$ cat src/include/icache_ctrl_config.svh
`ifndef ICACHE_CTRL_CONFIG_SVH
`define ICACHE_CTRL_CONFIG_SVH

// Cache topology
`define ICACHE_NB_CORES 8   // L1 caches, one per core
`define ICACHE_NB_BANKS 4   // L2 banks

// Wishbone widths
`define ICACHE_DATA_W 32
`define ICACHE_ADR_W  32

// Read value for offsets with no register behind them
`define ICACHE_UNMAPPED_RDATA 32'hDEAD_CA5E

`endif
$ cat src/logic/icache_maint_pkg.sv
`default_nettype none

`include "icache_ctrl_config.svh"

package icache_maint_pkg;

   typedef enum logic [2:0] {
      OP_NONE,
      OP_ENABLE,     // Leave bypass, enable L2 banks
      OP_DISABLE,    // Back to bypass, disable L2 banks
      OP_FLUSH,      // Flush request per target
      OP_SEL_FLUSH   // Selective flush at the stored address
   } maint_op_t;

   // Target masks, one bit per cache
   typedef logic [`ICACHE_NB_CORES-1:0] l1_mask_t;
   typedef logic [`ICACHE_NB_BANKS-1:0] l2_mask_t;

endpackage

`default_nettype wire

$ cat src/logic/icache_reg_pkg.sv
`default_nettype none

package icache_reg_pkg;

   // Word offset sits in address bits 7 to 2
   localparam int unsigned REG_IDX_LSB = 2;
   localparam int unsigned REG_IDX_MSB = 7;
   localparam int unsigned REG_IDX_W   = REG_IDX_MSB - REG_IDX_LSB + 1;

   typedef enum logic [REG_IDX_W-1:0] {
      REG_ENABLE    = 6'd0,  // Global enable, write starts enable or disable
      REG_FLUSH     = 6'd1,  // Full flush when bit 0 set
      REG_FLUSH_L1  = 6'd2,  // Flush of the L1 caches only
      REG_SEL_FLUSH = 6'd3,  // Selective flush by address
      REG_PREFETCH  = 6'd7   // L1 to L1.5 prefetch, one bit per core
   } reg_idx_t;

   // Offsets whose write starts a maintenance operation
   function automatic logic is_maint_reg(reg_idx_t idx);
      return idx inside {REG_ENABLE, REG_FLUSH, REG_FLUSH_L1, REG_SEL_FLUSH};
   endfunction

endpackage

`default_nettype wire

$ cat src/logic/icache_ctrl_top.sv
`timescale 1ns/100ps
`default_nettype none

`include "icache_ctrl_config.svh"

module icache_ctrl_top import icache_maint_pkg::*; (
   input  logic                        clk_i,
   input  logic                        rst_ni,
   input  logic                        wb_cyc_i,
   input  logic                        wb_stb_i,
   input  logic                        wb_we_i,
   input  logic [`ICACHE_ADR_W-1:0]    wb_adr_i,
   input  logic [`ICACHE_DATA_W-1:0]   wb_dat_i,
   input  logic [`ICACHE_DATA_W/8-1:0] wb_sel_i,
   output logic [`ICACHE_DATA_W-1:0]   wb_dat_o,
   output logic                        wb_ack_o,
   output l1_mask_t                    l1_bypass_req_o,
   output l1_mask_t                    l1_flush_req_o,
   output l1_mask_t                    l1_sel_flush_req_o,
   output logic [`ICACHE_ADR_W-1:0]    l1_sel_flush_addr_o,
   output l1_mask_t                    l1_prefetch_en_o,
   input  l1_mask_t                    l1_bypass_ack_i,
   input  l1_mask_t                    l1_flush_ack_i,
   input  l1_mask_t                    l1_sel_flush_ack_i,
   output l2_mask_t                    l2_enable_req_o,
   output l2_mask_t                    l2_disable_req_o,
   output l2_mask_t                    l2_flush_req_o,
   output l2_mask_t                    l2_sel_flush_req_o,
   output logic [`ICACHE_ADR_W-1:0]    l2_sel_flush_addr_o,
   input  l2_mask_t                    l2_enable_ack_i,
   input  l2_mask_t                    l2_disable_ack_i,
   input  l2_mask_t                    l2_flush_ack_i,
   input  l2_mask_t                    l2_sel_flush_ack_i
);

   logic                     enable;
   logic [`ICACHE_ADR_W-1:0] sel_flush_addr;
   maint_op_t                op;
   logic                     op_start;
   logic                     op_done;
   l1_mask_t                 l1_targets;
   l2_mask_t                 l2_targets;
   logic                     trk_start;
   l1_mask_t                 l1_trk_ack;
   l2_mask_t                 l2_trk_ack;
   l1_mask_t                 l1_pending;
   l2_mask_t                 l2_pending;
   logic                     l1_done;
   logic                     l2_done;

   // Enable and disable requests are levels from the enable bit
   assign l1_bypass_req_o     = {`ICACHE_NB_CORES{~enable}};
   assign l2_enable_req_o     = {`ICACHE_NB_BANKS{enable}};
   assign l2_disable_req_o    = {`ICACHE_NB_BANKS{~enable}};
   assign l1_sel_flush_addr_o = sel_flush_addr;
   assign l2_sel_flush_addr_o = sel_flush_addr;

   icache_reg_slave u_regs (
      .clk_i, .rst_ni,
      .wb_cyc_i, .wb_stb_i, .wb_we_i, .wb_adr_i, .wb_dat_i, .wb_sel_i,
      .wb_dat_o, .wb_ack_o,
      .op_done_i        (op_done),
      .enable_o         (enable),
      .sel_flush_addr_o (sel_flush_addr),
      .prefetch_en_o    (l1_prefetch_en_o),
      .op_o             (op),
      .op_start_o       (op_start),
      .l1_targets_o     (l1_targets),
      .l2_targets_o     (l2_targets)
   );

   icache_maint_seq u_seq (
      .clk_i, .rst_ni,
      .op_i         (op),
      .op_start_i   (op_start),
      .l1_targets_i (l1_targets),
      .l2_targets_i (l2_targets),
      .op_done_o    (op_done),
      .l1_flush_req_o, .l1_sel_flush_req_o, .l2_flush_req_o, .l2_sel_flush_req_o,
      .l1_bypass_ack_i, .l1_flush_ack_i, .l1_sel_flush_ack_i,
      .l2_enable_ack_i, .l2_disable_ack_i, .l2_flush_ack_i, .l2_sel_flush_ack_i,
      .trk_start_o  (trk_start),
      .l1_trk_ack_o (l1_trk_ack),
      .l2_trk_ack_o (l2_trk_ack),
      .l1_pending_i (l1_pending),
      .l2_pending_i (l2_pending),
      .l1_done_i    (l1_done),
      .l2_done_i    (l2_done)
   );

   icache_ack_tracker #(.mask_t(l1_mask_t)) u_l1_track (
      .clk_i, .rst_ni,
      .start_i   (trk_start),
      .targets_i (l1_targets),
      .ack_i     (l1_trk_ack),
      .pending_o (l1_pending),
      .done_o    (l1_done)
   );

   icache_ack_tracker #(.mask_t(l2_mask_t)) u_l2_track (
      .clk_i, .rst_ni,
      .start_i   (trk_start),
      .targets_i (l2_targets),
      .ack_i     (l2_trk_ack),
      .pending_o (l2_pending),
      .done_o    (l2_done)
   );

endmodule

`default_nettype wire

$ cat src/logic/icache_reg_slave.sv
`timescale 1ns/100ps
`default_nettype none

`include "icache_ctrl_config.svh"

module icache_reg_slave import icache_reg_pkg::*, icache_maint_pkg::*; (
   input  logic                        clk_i,
   input  logic                        rst_ni,
   input  logic                        wb_cyc_i,
   input  logic                        wb_stb_i,
   input  logic                        wb_we_i,
   input  logic [`ICACHE_ADR_W-1:0]    wb_adr_i,
   input  logic [`ICACHE_DATA_W-1:0]   wb_dat_i,
   input  logic [`ICACHE_DATA_W/8-1:0] wb_sel_i,  // Registers take whole words
   output logic [`ICACHE_DATA_W-1:0]   wb_dat_o,
   output logic                        wb_ack_o,
   input  logic                        op_done_i,
   output logic                        enable_o,
   output logic [`ICACHE_ADR_W-1:0]    sel_flush_addr_o,
   output l1_mask_t                    prefetch_en_o,
   output maint_op_t                   op_o,
   output logic                        op_start_o,
   output l1_mask_t                    l1_targets_o,
   output l2_mask_t                    l2_targets_o
);

   localparam int unsigned NC = `ICACHE_NB_CORES;
   localparam int unsigned NB = `ICACHE_NB_BANKS;
   localparam int unsigned DW = `ICACHE_DATA_W;

   reg_idx_t                 reg_idx;
   logic                     req;
   logic                     maint_wr;
   logic                     ack_q;
   logic                     busy_q;    // Maintenance operation in flight
   logic                     enable_q;
   l1_mask_t                 prefetch_q;
   logic [`ICACHE_ADR_W-1:0] sel_addr_q;
   logic [DW-1:0]            rdata;
   logic [DW-1:0]            rdata_q;

   assign reg_idx    = reg_idx_t'(wb_adr_i[REG_IDX_MSB:REG_IDX_LSB]);
   assign req        = wb_cyc_i && wb_stb_i && !ack_q && !busy_q;  // New bus cycle
   assign maint_wr   = req && wb_we_i && is_maint_reg(reg_idx);
   assign op_start_o = maint_wr;

   // Operation and its targets from offset and data
   always_comb begin
      op_o         = OP_NONE;
      l1_targets_o = '1;
      l2_targets_o = '1;
      case (reg_idx)
         REG_ENABLE: op_o = wb_dat_i[0] ? OP_ENABLE : OP_DISABLE;
         REG_FLUSH: begin
            op_o         = OP_FLUSH;
            l1_targets_o = {NC{wb_dat_i[0]}};
            l2_targets_o = {NB{wb_dat_i[0]}};
         end
         REG_FLUSH_L1: begin
            op_o         = OP_FLUSH;
            l2_targets_o = '0;  // L2 banks untouched
         end
         REG_SEL_FLUSH: op_o = OP_SEL_FLUSH;
         default: begin
            l1_targets_o = '0;
            l2_targets_o = '0;
         end
      endcase
   end

   always_comb begin
      case (reg_idx)
         REG_ENABLE:    rdata = {{(DW-NB-NC){1'b0}}, {(NB+NC){enable_q}}};
         REG_FLUSH:     rdata = '0;  // Always clear between operations
         REG_SEL_FLUSH: rdata = sel_addr_q;
         REG_PREFETCH:  rdata = {{(DW-NC){1'b0}}, prefetch_q};
         default:       rdata = `ICACHE_UNMAPPED_RDATA;
      endcase
   end

   always_ff @(posedge clk_i or negedge rst_ni) begin
      if (!rst_ni) begin
         ack_q      <= 1'b0;
         busy_q     <= 1'b0;
         enable_q   <= 1'b0;  // Caches start in bypass
         prefetch_q <= '0;
      end else begin
         ack_q <= (req && !maint_wr) || op_done_i;
         if (maint_wr) begin
            busy_q <= 1'b1;
         end else if (op_done_i) begin
            busy_q <= 1'b0;
         end
         if (req && wb_we_i && reg_idx == REG_ENABLE) enable_q <= wb_dat_i[0];
         if (req && wb_we_i && reg_idx == REG_PREFETCH) prefetch_q <= wb_dat_i[NC-1:0];
      end
   end

   always_ff @(posedge clk_i) begin
      if (req && wb_we_i && reg_idx == REG_SEL_FLUSH) sel_addr_q <= wb_dat_i;
      if (req && !wb_we_i) rdata_q <= rdata;  // Valid with the ack
   end

   assign wb_ack_o         = ack_q;
   assign wb_dat_o         = rdata_q;
   assign enable_o         = enable_q;
   assign sel_flush_addr_o = sel_addr_q;
   assign prefetch_en_o    = prefetch_q;

endmodule

`default_nettype wire

$ cat src/logic/icache_maint_seq.sv
`timescale 1ns/100ps
`default_nettype none

module icache_maint_seq import icache_maint_pkg::*; (
   input  logic      clk_i,
   input  logic      rst_ni,
   input  maint_op_t op_i,
   input  logic      op_start_i,
   input  l1_mask_t  l1_targets_i,
   input  l2_mask_t  l2_targets_i,
   output logic      op_done_o,
   output l1_mask_t  l1_flush_req_o,
   output l1_mask_t  l1_sel_flush_req_o,
   output l2_mask_t  l2_flush_req_o,
   output l2_mask_t  l2_sel_flush_req_o,
   input  l1_mask_t  l1_bypass_ack_i,
   input  l1_mask_t  l1_flush_ack_i,
   input  l1_mask_t  l1_sel_flush_ack_i,
   input  l2_mask_t  l2_enable_ack_i,
   input  l2_mask_t  l2_disable_ack_i,
   input  l2_mask_t  l2_flush_ack_i,
   input  l2_mask_t  l2_sel_flush_ack_i,
   output logic      trk_start_o,
   output l1_mask_t  l1_trk_ack_o,
   output l2_mask_t  l2_trk_ack_o,
   input  l1_mask_t  l1_pending_i,
   input  l2_mask_t  l2_pending_i,
   input  logic      l1_done_i,
   input  logic      l2_done_i
);

   typedef enum logic [1:0] {ST_IDLE, ST_BUSY, ST_DONE} state_t;

   state_t    state_q;
   state_t    state_d;
   maint_op_t op_q;
   l1_mask_t  l1_tgt_q;
   l2_mask_t  l2_tgt_q;
   logic      l1_seen_q;  // Level finished earlier in this operation
   logic      l2_seen_q;
   logic      all_done;

   assign trk_start_o = op_start_i && (state_q == ST_IDLE);
   assign all_done    = (state_q == ST_BUSY) && (l1_seen_q || l1_done_i)
                        && (l2_seen_q || l2_done_i);
   assign op_done_o   = all_done;

   always_comb begin
      state_d = state_q;
      case (state_q)
         ST_IDLE: begin
            if (trk_start_o) state_d = ST_BUSY;
         end
         ST_BUSY: begin
            if (all_done) state_d = ST_DONE;
         end
         default: state_d = ST_IDLE;  // DONE spans the bus ack cycle
      endcase
   end

   // Ack vector of the running operation into each tracker
   always_comb begin
      case (op_q)
         OP_ENABLE: begin
            l1_trk_ack_o = ~l1_bypass_ack_i;  // Bypass ack low means enabled
            l2_trk_ack_o = l2_enable_ack_i;
         end
         OP_DISABLE: begin
            l1_trk_ack_o = l1_bypass_ack_i;
            l2_trk_ack_o = l2_disable_ack_i;
         end
         OP_FLUSH: begin
            l1_trk_ack_o = l1_flush_ack_i;
            l2_trk_ack_o = l2_flush_ack_i;
         end
         OP_SEL_FLUSH: begin
            l1_trk_ack_o = l1_sel_flush_ack_i;
            l2_trk_ack_o = l2_sel_flush_ack_i;
         end
         default: begin
            l1_trk_ack_o = '0;
            l2_trk_ack_o = '0;
         end
      endcase
   end

   // Requests stay up while the target is still pending
   always_comb begin
      l1_flush_req_o     = '0;
      l2_flush_req_o     = '0;
      l1_sel_flush_req_o = '0;
      l2_sel_flush_req_o = '0;
      if (state_q == ST_BUSY && op_q == OP_FLUSH) begin
         l1_flush_req_o = l1_pending_i & l1_tgt_q;
         l2_flush_req_o = l2_pending_i & l2_tgt_q;
      end
      if (state_q == ST_BUSY && op_q == OP_SEL_FLUSH) begin
         l1_sel_flush_req_o = l1_pending_i & l1_tgt_q;
         l2_sel_flush_req_o = l2_pending_i & l2_tgt_q;
      end
   end

   always_ff @(posedge clk_i or negedge rst_ni) begin
      if (!rst_ni) begin
         state_q   <= ST_IDLE;
         op_q      <= OP_NONE;
         l1_seen_q <= 1'b0;
         l2_seen_q <= 1'b0;
      end else begin
         state_q <= state_d;
         if (trk_start_o) begin
            op_q      <= op_i;
            l1_seen_q <= 1'b0;
            l2_seen_q <= 1'b0;
         end else begin
            l1_seen_q <= l1_seen_q | l1_done_i;
            l2_seen_q <= l2_seen_q | l2_done_i;
         end
      end
   end

   always_ff @(posedge clk_i) begin
      if (trk_start_o) begin
         l1_tgt_q <= l1_targets_i;
         l2_tgt_q <= l2_targets_i;
      end
   end

endmodule

`default_nettype wire

$ cat src/logic/icache_ack_tracker.sv
`timescale 1ns/100ps
`default_nettype none

module icache_ack_tracker #(
   parameter type mask_t = logic [7:0]
) (
   input  logic  clk_i,
   input  logic  rst_ni,
   input  logic  start_i,
   input  mask_t targets_i,
   input  mask_t ack_i,
   output mask_t pending_o,
   output logic  done_o
);

   mask_t pending_q;  // Caches that still owe an ack
   logic  active_q;
   logic  done_q;

   always_ff @(posedge clk_i or negedge rst_ni) begin
      if (!rst_ni) begin
         pending_q <= '0;
         active_q  <= 1'b0;
         done_q    <= 1'b0;
      end else begin
         done_q <= 1'b0;  // Single cycle pulse
         if (start_i) begin
            pending_q <= targets_i;
            active_q  <= |targets_i;
            done_q    <= ~|targets_i;  // Nothing to wait for
         end else if (active_q && pending_q == '0) begin
            active_q <= 1'b0;
            done_q   <= 1'b1;
         end else begin
            pending_q <= pending_q & ~ack_i;  // Retire answered caches
         end
      end
   end

   assign pending_o = pending_q;
   assign done_o    = done_q;

endmodule

`default_nettype wire

$ cat config.mk
export PLATFORM = sky130hd
export DESIGN_NAME = icache_ctrl_top
export DESIGN_NICKNAME = d
export VERILOG_FILES = /design/src/logic/icache_maint_pkg.sv /design/src/logic/icache_reg_pkg.sv /design/src/logic/icache_ctrl_top.sv /design/src/logic/icache_reg_slave.sv /design/src/logic/icache_maint_seq.sv /design/src/logic/icache_ack_tracker.sv
export VERILOG_INCLUDE_DIRS = /design/src /design/src/include
export SDC_FILE = /design/constraint.sdc
export NUM_CORES = 1
export LEC_CHECK = 0
export BUFFER_PORTS_ARGS = -buffer_cell sky130_fd_sc_hd__buf_2
export CELL_PAD_IN_SITES_DETAIL_PLACEMENT = 0
export CELL_PAD_IN_SITES_GLOBAL_PLACEMENT = 1
export CORE_UTILIZATION = 34
export CTS_BUF_LIST = sky130_fd_sc_hd__clkbuf_8
export DETAILED_ROUTE_END_ITERATION = 8
export GPL_ROUTABILITY_DRIVEN = 0
export PLACE_DENSITY_LB_ADDON = 0.1
export SLEW_MARGIN = 5
export SYNTH_ARGS = -nofsm -noshare
export SYNTH_HDL_FRONTEND = slang
export SYNTH_SLANG_ARGS = --single-unit
$ cat constraint.sdc
create_clock -name clk_i -period 3.1 [get_ports clk_i]
set_input_delay 0.62 -clock clk_i [delete_from_list [all_inputs] [get_ports clk_i]]
set_output_delay 0.62 -clock clk_i [all_outputs]
set_load 0.005 [all_outputs]
Word level (Yosys, flattened, before mapping). Index checks and enable logic that the tools add are counted.

Eq/ne operators: 13. Mux-type cells: 30. Bitwise logic cells: 10. Reductions and logical operators: 40.

Operators by type and width (number): case mux 32 bit (4 select lines) (1); 2-to-1 mux 8 bit (4); case mux 8 bit (4 select lines) (1); logical AND 1 bit (17); bitwise AND 8 bit (2); 2-to-1 mux 4 bit (4); inverter 8 bit (2); case mux 4 bit (4 select lines) (1); case mux 8 bit (2 select lines) (1); == test 6 x 2 -> 1 bit, second input constant (2); 2-to-1 mux 1 bit (12); case mux 3 bit (3 select lines) (1); bitwise AND 4 bit (2); zero test 8 bit (1); != test 2 bit, second input constant (4); case mux 4 bit (2 select lines) (1); OR reduction 8 bit (1); == test 3 x 2 -> 1 bit, second input constant (2); == test 6 x 1 -> 1 bit, second input constant (1); == test 6 x 3 -> 1 bit, second input constant (1); zero test 1 bit (6); zero test 6 bit (1); 2-to-1 mux 2 bit (3); nonzero test 2 bit (3); other kinds (15) (19).

Register bits after elaboration: 110. Bits of input ports: 113. Output and inout bits: 145. Word-level logic and storage cells: 111.

Longest topological paths before layout.
Depth in word-level cells: 8. Mapped depth: 6. Depth with buffers taken out: 5.

Cells and area by module. From an unflattened synthesis, not the netlist that was laid out.

Cell total of the unflattened synthesis: 419. Area total of the unflattened synthesis: 5241.3 µm².

By module, submodules not included: icache_reg_slave (instances 1, cells each 168, area each 2906.5 µm², seq. area each 2197.1 µm²); icache_maint_seq (instances 1, cells each 131, area each 1253.7 µm², seq. area each 535.5 µm²); icache_ack_tracker (u_l1_track) (instances 1, cells each 46, area each 444.2 µm², seq. area each 250.2 µm²); icache_ctrl_top (instances 1, cells each 48, area each 356.6 µm², seq. area each 0.0 µm²); icache_ack_tracker (u_l2_track) (instances 1, cells each 26, area each 280.3 µm², seq. area each 150.1 µm²).

Worst setup path after synthesis. No wires, ideal clock.

Path type: input to register. Start: input port wb_cyc_i. End: register u_regs.rdata_q[0], in the netlist u_regs.wb_dat_o[0], enable pin. Setup time: 425 ps. Arrival time: 2412 ps. Required time: 2675 ps. Setup slack: 263 ps. Cell stages on the path: 2. Buffers on the path: 0. Cells stage by stage: and4bb_2 -> nor2b_1.

Longest elaborated chain between the ends: 4.

RTL lines: start, declared (line icache_ctrl_top.sv:9) `input logic wb_cyc_i,`; logical AND 1 bit (3 in a row) (line icache_reg_slave.sv:43) `assign req = wb_cyc_i && wb_stb_i && !ack_q && !busy_q;`; logical AND 1 bit (line icache_reg_slave.sv:101) `if (req && !wb_we_i) rdata_q <= rdata;`; end signal, assigned (line icache_reg_slave.sv:101); end, declared (line icache_reg_slave.sv:40) `logic [DW-1:0] rdata_q;`.

Every way passes these cells. A chain may end at the register's enable or synchronous reset.

Worst setup path in the final report.
Start: register u_seq.op_q[0]. End: output port l1_sel_flush_req_o[6].

Longest elaborated chain between the ends: 3.

RTL lines: start, declared (line icache_maint_seq.sv:36) `maint_op_t op_q;`; start signal, assigned (line icache_maint_seq.sv:112) `op_q <= op_i;`; == test 3 bit (line icache_maint_seq.sv:97) `if (state_q == ST_BUSY && op_q == OP_SEL_FLUSH) begin`; logical AND 1 bit (line icache_maint_seq.sv:97); 2-to-1 mux 8 bit (line icache_maint_seq.sv:97); end, declared (line icache_ctrl_top.sv:19) `output l1_mask_t l1_sel_flush_req_o,`.

Every way passes these cells.

==> insert_results.sql <==
INSERT INTO impl_metrics (metric_group, metric, value, unit) VALUES
('grt', 'initial_antenna_violation_count', '0', ''),
('detailed_routing', 'drtAntennaViolNets', '0', ''),
('cells_and_area', 'diode_insertion_count_for_antenna_repair', '0', ''),
('sta', 'maxClockFrequency', '367', 'MHz'),
('worst_setup_path', 'rrSetupSlack', '1180', 'ps'),
('worst_setup_path', 'timing.critical_path.required', '2480', 'ps'),
('placed_design', 'dpl.hpwl', '8580', 'um'),
('clocking', 'cts_repair_resizes', '0', ''),
('logic_synthesis', 'syn_area', '4740', 'um^2'),
('clocking', 'cts.clk_slew.worst_paths', '90', 'ps'),
('logic_synthesis', 'synthXorXnorAreaFrac', '0.185', '%'),
('grt', 'globalRouteOverflowTotal', '0', ''),
('power', 'power.leakage', '2.77', 'nW'),
('grt', 'largest_net_degree_at_the_start_of_global_routing', '35', ''),
('detailed_routing', 'first_pass_iters', '6', ''),
('clocking', 'cts.htree.levels', '3', ''),
('sta', 'timing.slew.headroom', '46.4', '%'),
('sta', 'setup_violations', '0', ''),
('grt', 'first_global_vias', '3374', ''),
('logic_synthesis', 'async_reset_ff_share', '34.0', '%'),
('sta', 'pins_over_their_slew_limit', '0', ''),
('floorplanning', 'pin_count', '258', ''),
('logic_synthesis', 'synth_flop_cell', 'sky130_fd_sc_hd__edfxtp_1', ''),
('worst_setup_path', 'critical_path.endpoint_type', 'primary output', ''),
('grt', 'grt_util_all_layers', '16.3', '%'),
('logic_synthesis', 'area_fraction_in_compound_gates_after_synthesis', '11.0', '%'),
('floorplanning', 'rows', '42', ''),
('sta', 'setup_total_negative_slack', '0', 'ps'),
('worst_setup_path', 'worstRegToRegCells', '4', ''),
('worst_setup_path', 'startpoint_type', 'flop', ''),
('cells_and_area', 'layout.cells.most_common', 'sky130_fd_sc_hd__buf_2', ''),
('detailed_routing', 'remaining_drc_errors', '0', ''),
('logic_synthesis', 'synth_area_per_cell', '12.3', 'um^2'),
('floorplanning', 'die_x', '120', 'um'),
('detailed_routing', 'wirelength', '11500', 'um'),
('clocking', 'cts-buffers-inserted', '9', ''),
('cells_and_area', 'finalNetCount', '680', ''),
('detailed_routing', 'drt_iter0_drc', '197', ''),
('logic_synthesis', 'synth_nets', '498', ''),
('logic_synthesis', 'synth.yosys.warnings', '0', ''),
('sta', 'final_report_hold_violation_count', '0', ''),
('logic_synthesis', 'post_synth_inst_count', '385', ''),
('sta', 'finalCriticalPeriod', '2720', 'ps'),
('floorplanning', 'design.core.area', '13400', 'um^2'),
('worst_setup_path', 'timing.critical_path.arrival', '2100', 'ps'),
('floorplanning', 'die_area', '14400', 'um^2'),
('logic_synthesis', 'sequential_to_total_area_share_from_yosys_stat', '59.8', '%'),
('floorplanning', 'effective_utilization_at_floorplan', '35.4', '%'),
('clocking', 'cts_num_sinks', '100', ''),
('power', 'powerDensity', '479', 'nW/um^2'),
('placed_design', 'port_buffer_cells', '227', ''),
('cells_and_area', 'n_fill_cell', '1299', ''),
('clocking', 'cts_post_setup_buffers_inserted', '0', ''),
('floorplanning', 'chipHeight', '120', 'um'),
('outcome', 'run_status', 'finished, final reports clean', ''),
('sta', 'worst_clock_skew', '7.68', 'ps'),
('detailed_routing', 'route.detailed.vias_per_inst', '4.72', ''),
('clocking', 'clock_insertion_delay_worst_skew', '370', 'ps'),
('logic_synthesis', 'yosysUniqueCellTypes', '47', ''),
('worst_hold_path', 'hp-class', 'input port to async pin', ''),
('placed_design', 'post-place-cells', '732', ''),
('cells_and_area', 'area_growth', '25.2', '%'),
('logic_synthesis', 'adder_and_majority_gate_portion_of_the_synthesized_area', '0', '%'),
('sta', 'final.period_utilization', '87.9', '%'),
('cells_and_area', 'final_cell_mix', 'sky130_fd_sc_hd__buf_2 (227), sky130_fd_sc_hd__edfxtp_1 (66), sky130_fd_sc_hd__dfrtp_1 (34), sky130_fd_sc_hd__and2_1 (33), sky130_fd_sc_hd__nand2_1 (27)', ''),
('clocking', 'clock_path_buffers', '2', ''),
('logic_synthesis', 'synth_simple_gate_area_share', '14.4', '%'),
('power', 'highest_ir_drop_seen_on_vdd', '0.000198', 'V'),
('worst_setup_path', 'cp_max_fo', '13', ''),
('logic_synthesis', 'synth-edff-count', '66', ''),
('clocking', 'tritoncts', 'yes', '');
## metal layers
metal / wire [um] / GRT usage, % / up-vias
met5: 0 / 0 / -
met4: 185 / 7.03 / 0
met3: 667 / 3.33 / 11
met2: 5590 / 27.0 / 150
met1: 5030 / 20.6 / 1670
li1: - / - / 1700
## Yosys cell counts (2+ instances only)
master                      n  area (um^2)
sky130_fd_sc_hd__a22oi_1    7         52.6
sky130_fd_sc_hd__nand2_1   27          101
sky130_fd_sc_hd__o21ai_0    7         35.0
sky130_fd_sc_hd__a21oi_1   11         55.1
sky130_fd_sc_hd__nand2b_1   3         18.8
sky130_fd_sc_hd__and3_1     3         18.8
sky130_fd_sc_hd__a221o_1    3         30.0
sky130_fd_sc_hd__nand3_1    4         20.0
sky130_fd_sc_hd__a311oi_1   7         61.3
sky130_fd_sc_hd__nand3b_1   2         15.0
sky130_fd_sc_hd__nor2_1    16         60.1
sky130_fd_sc_hd__mux2i_1    8         80.1
sky130_fd_sc_hd__buf_2      6         30.0
sky130_fd_sc_hd__mux2_2    12          135
sky130_fd_sc_hd__and2_1    33          206
sky130_fd_sc_hd__buf_4     50          375
sky130_fd_sc_hd__o211ai_1   3         22.5
sky130_fd_sc_hd__inv_1      9         33.8
sky130_fd_sc_hd__nor2b_1    5         31.3
sky130_fd_sc_hd__nor3b_1    4         30.0
sky130_fd_sc_hd__edfxtp_1  66         1980
sky130_fd_sc_hd__nor4_1     2         12.5
sky130_fd_sc_hd__and4_1     2         17.5
sky130_fd_sc_hd__a31oi_1    7         43.8
sky130_fd_sc_hd__clkbuf_1   6         22.5
sky130_fd_sc_hd__nor3_1     4         20.0
sky130_fd_sc_hd__a21o_1    25          188
sky130_fd_sc_hd__dfrtp_1   34          851
## layout make-up
class	count	area (um^2)	share of cell area [%]
inverters	10	38.8	0.653
clock buffers	11	151	2.55
well taps	176	220	3.71
repair buffers	235	1210	20.4
multi-input cells	211	1430	24.2
flip-flops and latches	100	2830	47.7
clock inverters	5	51.3	0.864
## state kept, by name, summed over array words and instances (netlist names), 2 cells and up
register,flops
u_seq.state_q,2
u_l1_track.pending_o,8
u_regs.sel_flush_addr_o,32
u_regs.prefetch_en_o,8
u_seq.op_q,3
u_regs.wb_dat_o,32
u_l2_track.pending_o,4
## worst max-delay path, stage by stage, from the launching register on
cell and delay (ps):
sky130_fd_sc_hd__dfrtp_1 530, sky130_fd_sc_hd__buf_4 250, sky130_fd_sc_hd__nor3b_1 310, sky130_fd_sc_hd__and3_1 360
sky130_fd_sc_hd__and2_1 180, sky130_fd_sc_hd__buf_2 110
## power breakdown
part,internal (mW),switching (mW),total (mW)
Combinational,0.170,0.187,0.358
Sequential,1.55,0.0788,1.63
Clock,0.414,0.444,0.857
Total,2.13,0.710,2.84
## worst max-delay path by stage
stage                         startpoint                            to  slack (ps)
3_5_place_dp   u_seq.op_q[0]$_DFFE_PN0P_         l1_sel_flush_req_o[6]         750
5_1_grt        u_seq.op_q[1]$_DFFE_PN0P_             l1_flush_req_o[0]         210
6_report       u_seq.op_q[0]$_DFFE_PN0P_         l1_sel_flush_req_o[6]         380
2_1_floorplan                   wb_cyc_i  u_regs.wb_dat_o[0]$_DFFE_PP_         260
3_3_place_gp   u_seq.op_q[0]$_DFFE_PN0P_         l1_sel_flush_req_o[6]         770
4_1_cts        u_seq.op_q[0]$_DFFE_PN0P_         l1_sel_flush_req_o[6]         320
## metrics by stage
stage	area (um^2)	setup slack, ps	util (%)	hold WS, ps	total power, mW
3_5_place_dp	5730	751	42.8	466	2.02
6_report	5940	376	44.3	327	2.84
4_1_cts	5940	316	44.3	332	2.89
5_1_grt	5940	211	44.3	380	2.99
2_1_floorplan	4740	263	-	324	1.85
3_3_place_gp	5730	768	42.8	459	2.02
## logic make-up after synthesis
logic type	Yosys count
AOI/OAI and AO/OA	74
xor gates and xnor gates	1
buffers and inverters	74
DFF	100
muxes	20
and+or+nand+nor	116
Note: power is estimated with default switching activity, not from simulation.
